--- config.mk ---
export PLATFORM = sky130hd
export DESIGN_NAME = vcache_tile
export DESIGN_NICKNAME = d
export VERILOG_FILES = /design/src/rtl/vcache_pkg.sv /design/src/rtl/vcache_cache.sv /design/src/rtl/vcache_dma_to_wormhole.sv /design/src/rtl/vcache_link_to_cache.sv /design/src/rtl/vcache_mesh_node.sv /design/src/rtl/vcache_tile.sv
export SDC_FILE = /design/constraint.sdc
export NUM_CORES = 1
export LEC_CHECK = 0
export ABC_CLOCK_PERIOD_IN_PS = 9600
export BUFFER_PORTS_ARGS = -buffer_cell sky130_fd_sc_hd__buf_2
export CAP_MARGIN = 40
export CELL_PAD_IN_SITES_DETAIL_PLACEMENT = 1
export CELL_PAD_IN_SITES_GLOBAL_PLACEMENT = 1
export CORE_MARGIN = 5
export CORE_UTILIZATION = 36
export CTS_CLUSTER_DIAMETER = 60
export DETAILED_ROUTE_END_ITERATION = 10
export HOLD_SLACK_MARGIN = 0.1
export PLACE_DENSITY = 0.66
export SYNTH_ARGS = -nofsm -noshare
export SYNTH_HDL_FRONTEND = slang
export SYNTH_SLANG_ARGS = --single-unit
--- constraint.sdc ---
create_clock -name clk_i -period 9.6 [get_ports clk_i]
set_input_delay 2.4 -clock clk_i [delete_from_list [all_inputs] [get_ports clk_i]]
set_output_delay 2.4 -clock clk_i [all_outputs]
set_load 0.005 [all_outputs]
--- src/rtl/vcache_pkg.sv ---
/*
 * vcache package
 * sizes, packet field offsets and shared types of the vcache tile
 */
package vcache_pkg;

  // cache geometry
  localparam int block_words = 4;
  localparam int cache_sets = 8;
  localparam int offset_bits = 2;
  localparam int index_bits = 3;
  localparam int tag_bits = 7;

  // memory controller columns on the wormhole row
  localparam int mem_east_cord = 15;
  localparam int mem_west_cord = 0;

  typedef logic [31:0] data_t;
  typedef logic [11:0] word_addr_t;
  typedef logic [9:0] block_addr_t;
  typedef logic [3:0] cord_y_t;
  typedef logic [3:0] cord_x_t;
  typedef logic [53:0] link_pkt_t;
  typedef logic [31:0] flit_t;
  typedef logic [tag_bits-1:0] tag_t;
  typedef logic [index_bits-1:0] index_t;
  typedef logic [offset_bits-1:0] offset_t;

  // mesh packet fields, low bit up
  localparam int link_data_lsb = 0;
  localparam int link_addr_lsb = 32;
  localparam int link_src_lsb = 44;
  localparam int link_dst_lsb = 48;
  localparam int link_store_bit = 52;
  localparam int link_resp_bit = 53;

  // wormhole header fields, dest column in bits 3:0
  localparam int flit_len_lsb = 4;
  localparam int flit_cid_bit = 8;
  localparam int flit_write_bit = 9;
  localparam int flit_addr_lsb = 10;

  typedef enum logic [2:0] {c_idle, c_lookup, c_evict, c_fill, c_respond} cache_state_e;
  typedef enum logic [2:0] {d_idle, d_header, d_wdata, d_rdata, d_done} dma_state_e;

endpackage

--- src/rtl/vcache_cache.sv ---
/*
 * direct-mapped write-back cache
 * 8 sets of 4-word blocks, misses go out as writeback and fill DMA
 */
`timescale 1ns/100ps

module vcache_cache
  import vcache_pkg::*;
(
  input  logic        clk_i,
  input  logic        rst_i,

  input  logic        req_v_i,
  input  logic        req_store_i,
  input  word_addr_t  req_addr_i,
  input  data_t       req_data_i,
  output logic        req_yumi_o,
  output logic        resp_v_o,
  output data_t       resp_data_o,
  input  logic        resp_yumi_i,

  output logic        dma_v_o,
  output logic        dma_write_o,
  output block_addr_t dma_addr_o,
  input  logic        dma_yumi_i,
  output data_t       dma_wdata_o,
  input  logic        dma_wdata_yumi_i,
  input  logic        dma_rdata_v_i,
  input  data_t       dma_rdata_i
);

  cache_state_e state_r;
  data_t data_mem [cache_sets*block_words];
  tag_t tag_mem [cache_sets];
  logic [cache_sets-1:0] valid_r, dirty_r;

  logic store_r;
  word_addr_t addr_r;
  data_t wdata_r, resp_data_r;
  offset_t cnt_r;
  index_t idx;
  tag_t tag;
  offset_t off;
  logic hit, last;

  assign idx = addr_r[offset_bits +: index_bits];
  assign tag = addr_r[offset_bits+index_bits +: tag_bits];
  assign off = addr_r[offset_bits-1:0];
  assign hit = valid_r[idx] && (tag_mem[idx] == tag);
  assign last = cnt_r == offset_t'(block_words - 1);

  assign req_yumi_o = (state_r == c_idle) && req_v_i;
  assign resp_v_o = state_r == c_respond;
  assign resp_data_o = resp_data_r;

  // dirty victim goes out first, the fill follows on the retried lookup
  assign dma_v_o = (state_r == c_lookup) && !hit;
  assign dma_write_o = dirty_r[idx];
  assign dma_addr_o = dirty_r[idx] ? {tag_mem[idx], idx} : {tag, idx};
  assign dma_wdata_o = data_mem[{idx, cnt_r}];

  always_ff @(posedge clk_i) begin
    if (rst_i) begin
      state_r <= c_idle;
      valid_r <= '0;
      dirty_r <= '0;
      cnt_r <= '0;
    end else begin
      case (state_r)
        c_idle: begin
          if (req_v_i) state_r <= c_lookup;
        end
        c_lookup: begin
          if (hit) begin
            if (store_r) dirty_r[idx] <= 1'b1;
            state_r <= c_respond;
          end else if (dma_yumi_i) begin
            state_r <= dirty_r[idx] ? c_evict : c_fill;
          end
        end
        c_evict: begin
          if (dma_wdata_yumi_i) begin
            cnt_r <= cnt_r + 1'b1;
            if (last) begin
              dirty_r[idx] <= 1'b0;
              state_r <= c_lookup;
            end
          end
        end
        c_fill: begin
          if (dma_rdata_v_i) begin
            cnt_r <= cnt_r + 1'b1;
            if (last) begin
              valid_r[idx] <= 1'b1;
              state_r <= c_lookup;
            end
          end
        end
        c_respond: begin
          if (resp_yumi_i) state_r <= c_idle;
        end
        default: state_r <= c_idle;
      endcase
    end
  end

  always_ff @(posedge clk_i) begin
    if (req_yumi_o) begin
      store_r <= req_store_i;
      addr_r <= req_addr_i;
      wdata_r <= req_data_i;
    end
    if ((state_r == c_lookup) && hit) begin
      if (store_r) data_mem[{idx, off}] <= wdata_r;
      resp_data_r <= data_mem[{idx, off}];
    end
    // fill words arrive in offset order
    if ((state_r == c_fill) && dma_rdata_v_i) begin
      data_mem[{idx, cnt_r}] <= dma_rdata_i;
      if (last) tag_mem[idx] <= tag;
    end
  end

  a_fill_state: assert property (@(posedge clk_i) disable iff (rst_i)
    dma_rdata_v_i |-> state_r == c_fill);

endmodule

--- src/rtl/vcache_dma_to_wormhole.sv ---
/*
 * cache DMA to wormhole adapter
 * sends fill and writeback headers east or west and collects fill words
 */
`timescale 1ns/100ps

module vcache_dma_to_wormhole
  import vcache_pkg::*;
(
  input  logic        clk_i,
  input  logic        rst_i,
  input  cord_x_t     my_x_i,
  input  logic        my_cid_i,

  input  logic        dma_v_i,
  input  logic        dma_write_i,
  input  block_addr_t dma_addr_i,
  output logic        dma_yumi_o,
  input  data_t       dma_wdata_i,
  output logic        dma_wdata_yumi_o,
  output logic        dma_rdata_v_o,
  output data_t       dma_rdata_o,

  output logic        wh_e_v_o,
  output flit_t       wh_e_flit_o,
  input  logic        wh_e_ready_i,
  input  logic        wh_e_v_i,
  input  flit_t       wh_e_flit_i,
  output logic        wh_e_ready_o,

  output logic        wh_w_v_o,
  output flit_t       wh_w_flit_o,
  input  logic        wh_w_ready_i,
  input  logic        wh_w_v_i,
  input  flit_t       wh_w_flit_i,
  output logic        wh_w_ready_o
);

  dma_state_e state_r;
  logic write_r, east_r, hdr_seen_r;
  block_addr_t addr_r;
  offset_t cnt_r;
  logic send_v, out_ready, sent, in_v, recv, hdr_match, last;
  flit_t header, send_flit, in_flit;

  always_comb begin
    header = '0;
    header[3:0] = east_r ? cord_x_t'(mem_east_cord) : cord_x_t'(mem_west_cord);
    header[flit_len_lsb +: 4] = write_r ? 4'(block_words) : 4'd0;
    header[flit_cid_bit] = my_cid_i;
    header[flit_write_bit] = write_r;
    header[flit_addr_lsb +: $bits(block_addr_t)] = addr_r;
  end

  assign send_v = (state_r == d_header) || (state_r == d_wdata);
  assign send_flit = (state_r == d_header) ? header : dma_wdata_i;
  assign out_ready = east_r ? wh_e_ready_i : wh_w_ready_i;
  assign sent = send_v && out_ready;
  assign in_v = east_r ? wh_e_v_i : wh_w_v_i;
  assign in_flit = east_r ? wh_e_flit_i : wh_w_flit_i;
  assign recv = (state_r == d_rdata) && in_v;
  // reply header must come back to our column and cid
  assign hdr_match = (in_flit[3:0] == my_x_i) && (in_flit[flit_cid_bit] == my_cid_i);
  assign last = cnt_r == offset_t'(block_words - 1);

  assign wh_e_v_o = send_v && east_r;
  assign wh_w_v_o = send_v && !east_r;
  assign wh_e_flit_o = send_flit;
  assign wh_w_flit_o = send_flit;
  assign wh_e_ready_o = (state_r == d_rdata) && east_r;
  assign wh_w_ready_o = (state_r == d_rdata) && !east_r;

  assign dma_yumi_o = (state_r == d_idle) && dma_v_i;
  assign dma_wdata_yumi_o = (state_r == d_wdata) && out_ready;
  assign dma_rdata_v_o = recv && hdr_seen_r;
  assign dma_rdata_o = in_flit;

  always_ff @(posedge clk_i) begin
    if (rst_i) begin
      state_r <= d_idle;
      cnt_r <= '0;
      hdr_seen_r <= 1'b0;
    end else begin
      case (state_r)
        d_idle: begin
          if (dma_v_i) state_r <= d_header;
        end
        d_header: begin
          if (sent) state_r <= write_r ? d_wdata : d_rdata;
        end
        d_wdata: begin
          if (sent) begin
            cnt_r <= cnt_r + 1'b1;
            if (last) state_r <= d_done;
          end
        end
        d_rdata: begin
          if (recv && !hdr_seen_r) begin
            hdr_seen_r <= hdr_match;
          end else if (recv) begin
            cnt_r <= cnt_r + 1'b1;
            if (last) begin
              hdr_seen_r <= 1'b0;
              state_r <= d_done;
            end
          end
        end
        d_done: state_r <= d_idle;
        default: state_r <= d_idle;
      endcase
    end
  end

  always_ff @(posedge clk_i) begin
    if (dma_yumi_o) begin
      write_r <= dma_write_i;
      addr_r <= dma_addr_i;
      east_r <= dma_addr_i[$bits(block_addr_t)-1];
    end
  end

  a_hold_e: assert property (@(posedge clk_i) disable iff (rst_i)
    (wh_e_v_o && !wh_e_ready_i) |=> wh_e_v_o);
  a_hold_w: assert property (@(posedge clk_i) disable iff (rst_i)
    (wh_w_v_o && !wh_w_ready_i) |=> wh_w_v_o);

endmodule

--- src/rtl/vcache_link_to_cache.sv ---
/*
 * link to cache adapter
 * turns one mesh request into a cache request and builds its response packet
 */
`timescale 1ns/100ps

module vcache_link_to_cache
  import vcache_pkg::*;
(
  input  logic       clk_i,
  input  logic       rst_i,
  input  cord_y_t    my_y_i,

  input  logic       pkt_v_i,
  input  link_pkt_t  pkt_i,
  output logic       pkt_ready_o,
  output logic       pkt_v_o,
  output link_pkt_t  pkt_o,
  input  logic       pkt_ready_i,

  output logic       req_v_o,
  output logic       req_store_o,
  output word_addr_t req_addr_o,
  output data_t      req_data_o,
  input  logic       req_yumi_i,
  input  logic       resp_v_i,
  input  data_t      resp_data_i,
  output logic       resp_yumi_o
);

  logic busy_r, req_v_r, out_v_r, store_r;
  word_addr_t addr_r;
  data_t data_r, out_data_r;
  cord_y_t src_r;
  logic take;

  // one request in flight until its response leaves
  assign pkt_ready_o = !busy_r;
  assign take = pkt_v_i && !busy_r;
  assign resp_yumi_o = resp_v_i && busy_r && !req_v_r && !out_v_r;

  always_ff @(posedge clk_i) begin
    if (rst_i) begin
      busy_r <= 1'b0;
      req_v_r <= 1'b0;
      out_v_r <= 1'b0;
    end else begin
      if (take) begin
        busy_r <= 1'b1;
        req_v_r <= 1'b1;
      end
      if (req_yumi_i) req_v_r <= 1'b0;
      if (resp_yumi_o) out_v_r <= 1'b1;
      if (out_v_r && pkt_ready_i) begin
        out_v_r <= 1'b0;
        busy_r <= 1'b0;
      end
    end
  end

  always_ff @(posedge clk_i) begin
    if (take) begin
      store_r <= pkt_i[link_store_bit];
      addr_r <= pkt_i[link_addr_lsb +: $bits(word_addr_t)];
      data_r <= pkt_i[link_data_lsb +: $bits(data_t)];
      src_r <= pkt_i[link_src_lsb +: $bits(cord_y_t)];
    end
    // stores echo their data as the ack
    if (resp_yumi_o) out_data_r <= store_r ? data_r : resp_data_i;
  end

  assign req_v_o = req_v_r;
  assign req_store_o = store_r;
  assign req_addr_o = addr_r;
  assign req_data_o = data_r;
  assign pkt_v_o = out_v_r;

  always_comb begin
    pkt_o = '0;
    pkt_o[link_data_lsb +: $bits(data_t)] = out_data_r;
    pkt_o[link_addr_lsb +: $bits(word_addr_t)] = addr_r;
    pkt_o[link_src_lsb +: $bits(cord_y_t)] = my_y_i;
    pkt_o[link_dst_lsb +: $bits(cord_y_t)] = src_r;
    pkt_o[link_store_bit] = store_r;
    pkt_o[link_resp_bit] = 1'b1;
  end

endmodule

--- src/rtl/vcache_mesh_node.sv ---
/*
 * vertical mesh node
 * routes north, south and local traffic through one register per output
 */
`timescale 1ns/100ps

module vcache_mesh_node
  import vcache_pkg::*;
(
  input  logic      clk_i,
  input  logic      rst_i,
  input  cord_y_t   my_y_i,

  input  logic      link_n_v_i,
  input  link_pkt_t link_n_pkt_i,
  output logic      link_n_ready_o,
  output logic      link_n_v_o,
  output link_pkt_t link_n_pkt_o,
  input  logic      link_n_ready_i,

  input  logic      link_s_v_i,
  input  link_pkt_t link_s_pkt_i,
  output logic      link_s_ready_o,
  output logic      link_s_v_o,
  output link_pkt_t link_s_pkt_o,
  input  logic      link_s_ready_i,

  output logic      proc_v_o,
  output link_pkt_t proc_pkt_o,
  input  logic      proc_ready_i,
  input  logic      proc_v_i,
  input  link_pkt_t proc_pkt_i,
  output logic      proc_ready_o
);

  logic n_v_r, s_v_r, p_v_r;
  link_pkt_t n_pkt_r, s_pkt_r, p_pkt_r;
  logic n_local, s_local, p_north;
  logic n_go, s_go, p_go;
  logic n_load, s_load, p_load;

  assign n_local = cord_y_t'(link_n_pkt_i[link_dst_lsb +: $bits(cord_y_t)]) == my_y_i;
  assign s_local = cord_y_t'(link_s_pkt_i[link_dst_lsb +: $bits(cord_y_t)]) == my_y_i;
  assign p_north = cord_y_t'(proc_pkt_i[link_dst_lsb +: $bits(cord_y_t)]) < my_y_i;

  // north wins the proc register over south
  assign link_n_ready_o = n_local ? !p_v_r : !s_v_r;
  assign link_s_ready_o = s_local ? (!p_v_r && !(link_n_v_i && n_local)) : !n_v_r;
  // local responses yield to forwarded packets
  assign proc_ready_o = p_north ? (!n_v_r && !(link_s_v_i && !s_local))
                                : (!s_v_r && !(link_n_v_i && !n_local));

  assign n_go = link_n_v_i && link_n_ready_o;
  assign s_go = link_s_v_i && link_s_ready_o;
  assign p_go = proc_v_i && proc_ready_o;

  assign n_load = (s_go && !s_local) || (p_go && p_north);
  assign s_load = (n_go && !n_local) || (p_go && !p_north);
  assign p_load = (n_go && n_local) || (s_go && s_local);

  always_ff @(posedge clk_i) begin
    if (rst_i) begin
      n_v_r <= 1'b0;
      s_v_r <= 1'b0;
      p_v_r <= 1'b0;
    end else begin
      n_v_r <= n_load || (n_v_r && !link_n_ready_i);
      s_v_r <= s_load || (s_v_r && !link_s_ready_i);
      p_v_r <= p_load || (p_v_r && !proc_ready_i);
    end
  end

  always_ff @(posedge clk_i) begin
    if (n_load) begin
      n_pkt_r <= (s_go && !s_local) ? link_s_pkt_i : proc_pkt_i;
    end
    if (s_load) begin
      s_pkt_r <= (n_go && !n_local) ? link_n_pkt_i : proc_pkt_i;
    end
    if (p_load) begin
      p_pkt_r <= (n_go && n_local) ? link_n_pkt_i : link_s_pkt_i;
    end
  end

  assign link_n_v_o = n_v_r;
  assign link_n_pkt_o = n_pkt_r;
  assign link_s_v_o = s_v_r;
  assign link_s_pkt_o = s_pkt_r;
  assign proc_v_o = p_v_r;
  assign proc_pkt_o = p_pkt_r;

  // a held packet is never replaced before its neighbor takes it
  a_no_overwrite: assert property (@(posedge clk_i) disable iff (rst_i)
    !((n_load && n_v_r && !link_n_ready_i) || (s_load && s_v_r && !link_s_ready_i)
      || (p_load && p_v_r && !proc_ready_i)));

endmodule

--- src/rtl/vcache_tile.sv ---
/*
 * vcache tile top
 * registers reset and coordinates, joins mesh node, cache and DMA adapter
 */
`timescale 1ns/100ps

module vcache_tile
  import vcache_pkg::*;
(
  input  logic      clk_i,
  input  logic      rst_i,
  input  cord_x_t   global_x_i,
  input  cord_y_t   global_y_i,
  output logic      reset_o,
  output cord_x_t   global_x_o,
  output cord_y_t   global_y_o,

  input  logic      link_n_v_i,
  input  link_pkt_t link_n_pkt_i,
  output logic      link_n_ready_o,
  output logic      link_n_v_o,
  output link_pkt_t link_n_pkt_o,
  input  logic      link_n_ready_i,
  input  logic      link_s_v_i,
  input  link_pkt_t link_s_pkt_i,
  output logic      link_s_ready_o,
  output logic      link_s_v_o,
  output link_pkt_t link_s_pkt_o,
  input  logic      link_s_ready_i,

  output logic      wh_e_v_o,
  output flit_t     wh_e_flit_o,
  input  logic      wh_e_ready_i,
  input  logic      wh_e_v_i,
  input  flit_t     wh_e_flit_i,
  output logic      wh_e_ready_o,
  output logic      wh_w_v_o,
  output flit_t     wh_w_flit_o,
  input  logic      wh_w_ready_i,
  input  logic      wh_w_v_i,
  input  flit_t     wh_w_flit_i,
  output logic      wh_w_ready_o
);

  logic rst_r;
  cord_x_t x_r;
  cord_y_t y_r;

  always_ff @(posedge clk_i) begin
    rst_r <= rst_i;
    x_r <= global_x_i;
    y_r <= global_y_i;
  end

  assign reset_o = rst_r;
  assign global_x_o = x_r;
  // next tile down the column sees y plus one
  assign global_y_o = cord_y_t'(y_r + 1'b1);

  // node to adapter and back
  logic to_l2c_v, to_l2c_ready, from_l2c_v, from_l2c_ready;
  link_pkt_t to_l2c_pkt, from_l2c_pkt;
  logic req_v, req_store, req_yumi, resp_v, resp_yumi;
  word_addr_t req_addr;
  data_t req_data, resp_data;
  logic dma_v, dma_write, dma_yumi, dma_wdata_yumi, dma_rdata_v;
  block_addr_t dma_addr;
  data_t dma_wdata, dma_rdata;

  vcache_mesh_node u_mesh_node (
    .clk_i(clk_i), .rst_i(rst_r), .my_y_i(y_r),
    .link_n_v_i(link_n_v_i), .link_n_pkt_i(link_n_pkt_i), .link_n_ready_o(link_n_ready_o),
    .link_n_v_o(link_n_v_o), .link_n_pkt_o(link_n_pkt_o), .link_n_ready_i(link_n_ready_i),
    .link_s_v_i(link_s_v_i), .link_s_pkt_i(link_s_pkt_i), .link_s_ready_o(link_s_ready_o),
    .link_s_v_o(link_s_v_o), .link_s_pkt_o(link_s_pkt_o), .link_s_ready_i(link_s_ready_i),
    .proc_v_o(to_l2c_v), .proc_pkt_o(to_l2c_pkt), .proc_ready_i(to_l2c_ready),
    .proc_v_i(from_l2c_v), .proc_pkt_i(from_l2c_pkt), .proc_ready_o(from_l2c_ready)
  );

  vcache_link_to_cache u_link_to_cache (
    .clk_i(clk_i), .rst_i(rst_r), .my_y_i(y_r),
    .pkt_v_i(to_l2c_v), .pkt_i(to_l2c_pkt), .pkt_ready_o(to_l2c_ready),
    .pkt_v_o(from_l2c_v), .pkt_o(from_l2c_pkt), .pkt_ready_i(from_l2c_ready),
    .req_v_o(req_v), .req_store_o(req_store), .req_addr_o(req_addr),
    .req_data_o(req_data), .req_yumi_i(req_yumi),
    .resp_v_i(resp_v), .resp_data_i(resp_data), .resp_yumi_o(resp_yumi)
  );

  vcache_cache u_cache (
    .clk_i(clk_i), .rst_i(rst_r),
    .req_v_i(req_v), .req_store_i(req_store), .req_addr_i(req_addr),
    .req_data_i(req_data), .req_yumi_o(req_yumi),
    .resp_v_o(resp_v), .resp_data_o(resp_data), .resp_yumi_i(resp_yumi),
    .dma_v_o(dma_v), .dma_write_o(dma_write), .dma_addr_o(dma_addr), .dma_yumi_i(dma_yumi),
    .dma_wdata_o(dma_wdata), .dma_wdata_yumi_i(dma_wdata_yumi),
    .dma_rdata_v_i(dma_rdata_v), .dma_rdata_i(dma_rdata)
  );

  // cid tells the north and south caches apart
  vcache_dma_to_wormhole u_dma_to_wormhole (
    .clk_i(clk_i), .rst_i(rst_r), .my_x_i(x_r), .my_cid_i(~y_r[0]),
    .dma_v_i(dma_v), .dma_write_i(dma_write), .dma_addr_i(dma_addr), .dma_yumi_o(dma_yumi),
    .dma_wdata_i(dma_wdata), .dma_wdata_yumi_o(dma_wdata_yumi),
    .dma_rdata_v_o(dma_rdata_v), .dma_rdata_o(dma_rdata),
    .wh_e_v_o(wh_e_v_o), .wh_e_flit_o(wh_e_flit_o), .wh_e_ready_i(wh_e_ready_i),
    .wh_e_v_i(wh_e_v_i), .wh_e_flit_i(wh_e_flit_i), .wh_e_ready_o(wh_e_ready_o),
    .wh_w_v_o(wh_w_v_o), .wh_w_flit_o(wh_w_flit_o), .wh_w_ready_i(wh_w_ready_i),
    .wh_w_v_i(wh_w_v_i), .wh_w_flit_i(wh_w_flit_i), .wh_w_ready_o(wh_w_ready_o)
  );

endmodule

## Word-level counts from Yosys, hierarchy flattened

Memories as Yosys holds them, arrays and structs flattened. A register that Yosys moved wholly into a read port is not among the register bits.
Index checks and enable logic that the tools add are counted.

| storage, ports and cells | value |
|---|---|
| bits in writable memories | 1080 |
| bits in registers | 341 |
| output and inout port bits | 189 |
| memories | 2 |

Memory list:

| name | words | bits a word | read ports | clocked after Yosys merged registers in | write ports | RTL line | source |
|---|---|---|---|---|---|---|---|
| u_cache.data_mem | 32 | 32 | 2 | 1 | 1 | vcache_cache.sv:33 | `data_t data_mem [cache_sets*block_words];` |
| u_cache.tag_mem | 8 | 7 | 1 | 1 | 1 | vcache_cache.sv:34 | `tag_t tag_mem [cache_sets];` |

| cells by class | value |
|---|---|
| bitwise logic cells | 5 |
| multiplexer cells | 64 |
| $lt $le $gt $ge | 3 |
| equality and inequality tests | 27 |
| add/subtract/negate cells | 3 |
| reduce and logical (&&, ||, !) cells | 80 |

Operators by type and width:

| operator | number |
|---|---|
| $mux 53 | 3 |
| $mux 32 | 4 |
| $mux 3 | 15 |
| $logic_and 1x1->1 | 39 |
| $mux 8 | 4 |
| $reduce_or 32->1 | 1 |
| $mux 1 | 22 |
| $logic_not 1->1 | 17 |
| $ne 2x1->1 const B | 8 |
| $or 8x8->8 | 2 |
| $pmux 8 s2 | 1 |
| $pmux 3 s5 | 1 |
| $reduce_and 5->1 | 3 |
| $eq 3x2->1 const B | 4 |
| $eq 4x4->1 | 3 |
| $pmux 3 s4 | 1 |
| $mux 10 | 1 |
| $mux 2 | 5 |
| $reduce_bool 2->1 | 5 |
| $reduce_and 3->1 | 3 |
| $and 8x8->8 | 1 |
| $ne 2x2->1 const B | 4 |
| $not 8->8 | 1 |
| $pmux 2 s2 | 2 |
| other kinds (20) | 32 |

## Longest topological paths before layout

| depth | value |
|---|---|
| depth after elaboration | 10 |
| mapped depth | 10 |
| mapped depth without buffers | 7 |

## Modules after synthesis

From an unflattened synthesis, not the netlist that was laid out.

| second synthesis, totals | value |
|---|---|
| cell total of the unflattened synthesis | 3295 |
| area, all modules | 64486.8 µm² |

Modules (own cells, without submodules):

| module | area each (µm²) | times used | cells an instance |
|---|---|---|---|
| vcache_cache | 51927.3 | 1 | 2542 |
| vcache_mesh_node | 7354.6 | 1 | 390 |
| vcache_link_to_cache | 3234.4 | 1 | 149 |
| vcache_dma_to_wormhole | 1751.7 | 1 | 200 |
| vcache_tile | 219.0 | 1 | 14 |

## Worst setup path after synthesis

Ideal clock, no wire load.

| timing path | value |
|---|---|
| path kind | register to register |
| start point | reg u_cache.state_r[2] |
| end point | reg u_cache.addr_r[0] (enable) |
| clock period less this slack | 6.207 ns |
| data required time | 9.003 ns |
| stages on the path, launching flop included | 3 |
| arrival time | 5.610 ns |
| path slack | 3.393 ns |
| path through | dfxtp_1 clkbuf_1 nor4b_1 |

| on the way | value |
|---|---|
| cells in the longest elaborated chain, start to end | 2 |

Ends and longest elaborated chain:

| element | RTL line | source |
|---|---|---|
| from (decl) | vcache_cache.sv:32 | `cache_state_e state_r;` |
| from (signal assigned) | vcache_cache.sv:64 | `state_r <= c_idle;` |
| from (signal assigned) | vcache_cache.sv:71 | `if (req_v_i) state_r <= c_lookup;` |
| from (signal assigned) | vcache_cache.sv:76 | `state_r <= c_respond;` |
| $logic_not 3->1 | vcache_cache.sv:52 | `assign req_yumi_o = (state_r == c_idle) && req_v_i;` |
| $logic_and 1x1->1 | vcache_cache.sv:52 |  |
| named net req_yumi | vcache_tile.sv:63 | `logic req_v, req_store, req_yumi, resp_v, resp_yumi;` |
| to (signal assigned) | vcache_cache.sv:110 | `addr_r <= req_addr_i;` |
| to (decl) | vcache_cache.sv:38 | `word_addr_t addr_r;` |

The timed path passes the listed nets, and every way through them passes these cells.
A chain may end at the register's enable or synchronous reset.

## Worst setup path after layout

| timing path | value |
|---|---|
| start point | reg u_cache.addr_r[4] |
| end point | out wh_e_flit_o[25] |

| on the way | value |
|---|---|
| cells in the longest elaborated chain, start to end | 2 |

Ends and longest elaborated chain:

| element | RTL line | source |
|---|---|---|
| $mem_v2 32x32 | n/a |  |
| $mux 32 | vcache_dma_to_wormhole.sv:56 | `assign send_flit = (state_r == d_header) ? header : dma_wdata_i;` |
| to (decl) | vcache_tile.sv:32 | `output flit_t wh_e_flit_o,` |

No other way between the ends.

==> flow_metrics.py <==
metrics = {
    "pwr": {
        "power_mw": 13.9,
        "ir_drop_uv": 176,
        "p_per_area_nw_per_um2": 186,
        "power_leakage_nw": 23.7,
    },
    "routing": {
        "m1WireLength_um": 82800,
        "wl_met3_um": 20400,
        "wirelength_um": 205000,
        "viasPerCell": 5.99,
        "drcViolationCount": 0,
        "drtAntennaViolNets": 0,
        "firstDrtPassIters": 5,
        "top_layer": "met5",
        "post_drt_wl_per_cell_um": 33.2,
        "num_vias": 37000,
        "wl_met2_um": 96100,
        "drtIter0Drc": 3953,
    },
    "timing": {
        "max_slew.worst_pin.slew_ps": 1040,
        "slew_violations": 0,
        "fmaxAchievable_ghz": 0.137,
        "skew_ps": 35.0,
        "holdWs_ps": 418,
        "period_needed_ps": 7310,
        "hold_violations": 0,
        "finalSetupViolations": 0,
        "relSlewSlack_pct": 30.9,
        "rsz0062_at_grt": "false",
        "period_share_pct": 76.2,
        "fin_tns_setup_ps": 0,
    },
    "synth": {
        "synth_edf_count": 1406,
        "synth_ff_type": "edfxtp_1",
        "syn-num-nets": 3481,
        "async_reset_ff_share_pct": 0,
        "ys_ff_latch": 1451,
        "avgSynthCellArea_um2": 19.4,
        "syn_inst": 3285,
        "synth_seq_area_share_pct": 67.7,
        "synth_cell_types": 59,
        "yosysWarnings": 0,
        "netlist_area_um2": 63700,
    },
    "clock_network": {
        "clockBufferDepth": 3,
        "cts_tree": "done",
        "cts-root-buf": "clkbuf_16",
        "cts_setup_buffers": 0,
        "clkSinkCount": 1451,
        "cts_resized": 0,
        "path_clk_slew_ps": 60,
        "cts_buffers": 159,
        "htreeDepth": 4,
        "hold_buffers": 0,
        "insertion_delay_ps": 790,
    },
    "global_routing": {
        "grt_pass1_wl_um": 290000,
        "grtUsageTotal_pct": 21.6,
        "antenna_found_initial": 7,
        "gr-total-overflow": 0,
        "grt_max_degree": 120,
        "grt_pass1_vias": 37900,
    },
    "setup_path": {
        "reg2reg_to": "u_cache.data_mem[22][17]",
        "setup.worst_path.start": "u_cache.addr_r[4]",
        "arrival_ps": 4910,
        "critPathSlowestCell": "nor3_2",
        "critPathRequiredTime_ps": 7200,
        "timing.critical_path.fanout_max": 42,
        "r2r_slack_ps": 4410,
        "crit_path_start_kind": "register",
        "r2r_cells": 6,
        "path_cells": "buf_4 > inv_2 > nor3_2 > buf_4 > buf_4 > a22oi_1 > a31oi_1 > buf_2",
        "worstSetupEndpoint": "wh_e_flit_o[25]",
        "end_kind": "output pin",
        "critPathMaxStageDelay_ps": 860,
        "worstSetupPathType": "reg2out",
        "crit_top_cell": "buf_4",
    },
    "place": {
        "dp_cells": 5879,
        "place_congestion": 0.808,
        "portBuffers": 378,
        "dp_hpwl_um": 129000,
    },
    "cells_and_area": {
        "drive_gt1_share_pct": 40.8,
        "fin_nets": 3897,
        "layout.cells.non_filler": 6170,
        "syn2layout_area_growth_pct": 17.1,
    },
    "floorplan": {
        "coreArea_um2": 176000,
        "initial_core_util_pct": 36.2,
        "pin_count": 379,
        "die_area_um2": 185000,
        "die_height_um": 431,
        "die_w_um": 431,
        "row_count": 154,
    },
    "status": {
        "outcome": "finished clean",
    },
    "min_path": {
        "hold_path.class": "reg2reg",
    },
    "flow_run": {
        "maxCapViolCount": 0,
    },
}
## final cells by class
type / count / area, µm²
Multi-Input combinational cell: 1558 / 19900
Clock buffer: 191 / 4200
Tap cell: 2340 / 2930
Sequential cell: 1451 / 43100
Inverter: 13 / 48.8
Clock inverter: 97 / 948
Timing Repair Buffer: 518 / 3350
Antenna cell: 2 / 5.00
Fill cell: 16800 / 102000
## registers in the layout, summed over array words and instances, names as in the netlist, 49 cells and up, named ones only
register	cells
u_cache.data_mem	1024
u_mesh_node.proc_pkt_o	49
u_mesh_node.link_n_pkt_o	54
u_mesh_node.link_s_pkt_o	54
u_cache.tag_mem	56
## worst min-delay path by stage
stage,startpoint,end,slack [ps],depth (start not counted)
after floorplan,u_mesh_node.proc_pkt_o[32],u_link_to_cache.req_addr_o[0],400,0
after global placement,u_mesh_node.proc_pkt_o[22],u_link_to_cache.req_data_o[22],400,0
after detailed placement,u_mesh_node.proc_pkt_o[43],u_link_to_cache.req_addr_o[11],410,0
after CTS,u_mesh_node.proc_pkt_o[0],u_link_to_cache.req_data_o[0],420,0
after global routing,u_mesh_node.proc_pkt_o[0],u_link_to_cache.req_data_o[0],420,0
final,u_mesh_node.proc_pkt_o[24],u_link_to_cache.req_data_o[24],420,0
## power by group
group	switching (mW)	internal [mW]
combinational	0.503	0.306
sequential	0.0507	6.98
clock	2.63	3.43
## routing by layer
layer	global-route usage (%)	vias up
li1	-	14800
met1	29.8	19800
met2	34.1	2076
met3	5.60	308
met4	5.96	2
met5	0	-
## critical path, delay by kind of cell, from the launching register on
kind            cells  cell delay (ps)
simple gates        1              860
flops               1              320
compound gates      2              730
buf+inv             5             2120
## metrics by stage
step           setup WS [ps]  cell area (µm²)  util, %
6_report                2290            74500     42.3
5_1_grt                 2270            74500     42.3
4_1_cts                 2360            74500     42.3
3_5_place_dp            3000            69400     39.4
3_3_place_gp            3070            68800     39.1
2_1_floorplan           3390            63700        -
## cell usage after synthesis (4+ instances only)
cell / instances / area, µm²
edfxtp_1: 1406 / 42200
mux4_2: 515 / 11600
mux2_2: 187 / 2110
a22oi_1: 177 / 1330
nand2_1: 141 / 529
clkbuf_1: 138 / 518
a21oi_1: 83 / 415
o21ai_0: 74 / 370
mux2i_1: 61 / 611
nor2_1: 55 / 206
buf_1: 53 / 199
dfxtp_1: 45 / 901
buf_2: 36 / 180
buf_4: 34 / 255
nand4_1: 33 / 206
a31oi_1: 21 / 131
a221oi_1: 20 / 175
xnor2_1: 17 / 149
a22o_1: 16 / 140
nor2b_1: 16 / 100
nor3_1: 15 / 75.1
nand3_1: 13 / 65.1
inv_1: 10 / 37.5
mux4_1: 10 / 263
a211oi_1: 8 / 60.1
o21ai_1: 8 / 40.0
o22ai_1: 8 / 50.1
xor2_1: 7 / 61.3
ha_1: 6 / 75.1
o22a_1: 6 / 52.6
and2_1: 5 / 31.3
nand2b_1: 5 / 31.3
nand3b_1: 5 / 37.5
nand4_2: 5 / 62.6
a21o_1: 4 / 30.0
a41oi_1: 4 / 35.0
nor4_1: 4 / 25.0
## layout by cell type (no fill, tap or decap), types with 25 or more instances in the layout
| cell type | instances |
|---|---|
| clkinv_2 | 37 |
| edfxtp_1 | 1406 |
| mux2_2 | 187 |
| o21ai_0 | 42 |
| mux4_2 | 515 |
| mux2i_1 | 61 |
| nand2_1 | 139 |
| a21oi_4 | 32 |
| clkbuf_16 | 161 |
| dfxtp_1 | 42 |
| o21ai_2 | 30 |
| clkinv_1 | 25 |
| a22oi_1 | 177 |
| nand4_1 | 33 |
| nor2_1 | 50 |
| buf_2 | 379 |
| buf_4 | 105 |
| a21oi_1 | 51 |
## cells by family after synthesis
family,share of synthesized area (%)
AOI/OAI and AO/OA,4.54
xor gates and xnor gates,0.330
adders and majority gates,0.118
buffers and inverters,1.92
DFF,67.7
muxes,22.9
and+or+nand+nor,2.44
(Power assumes the default switching activity.)
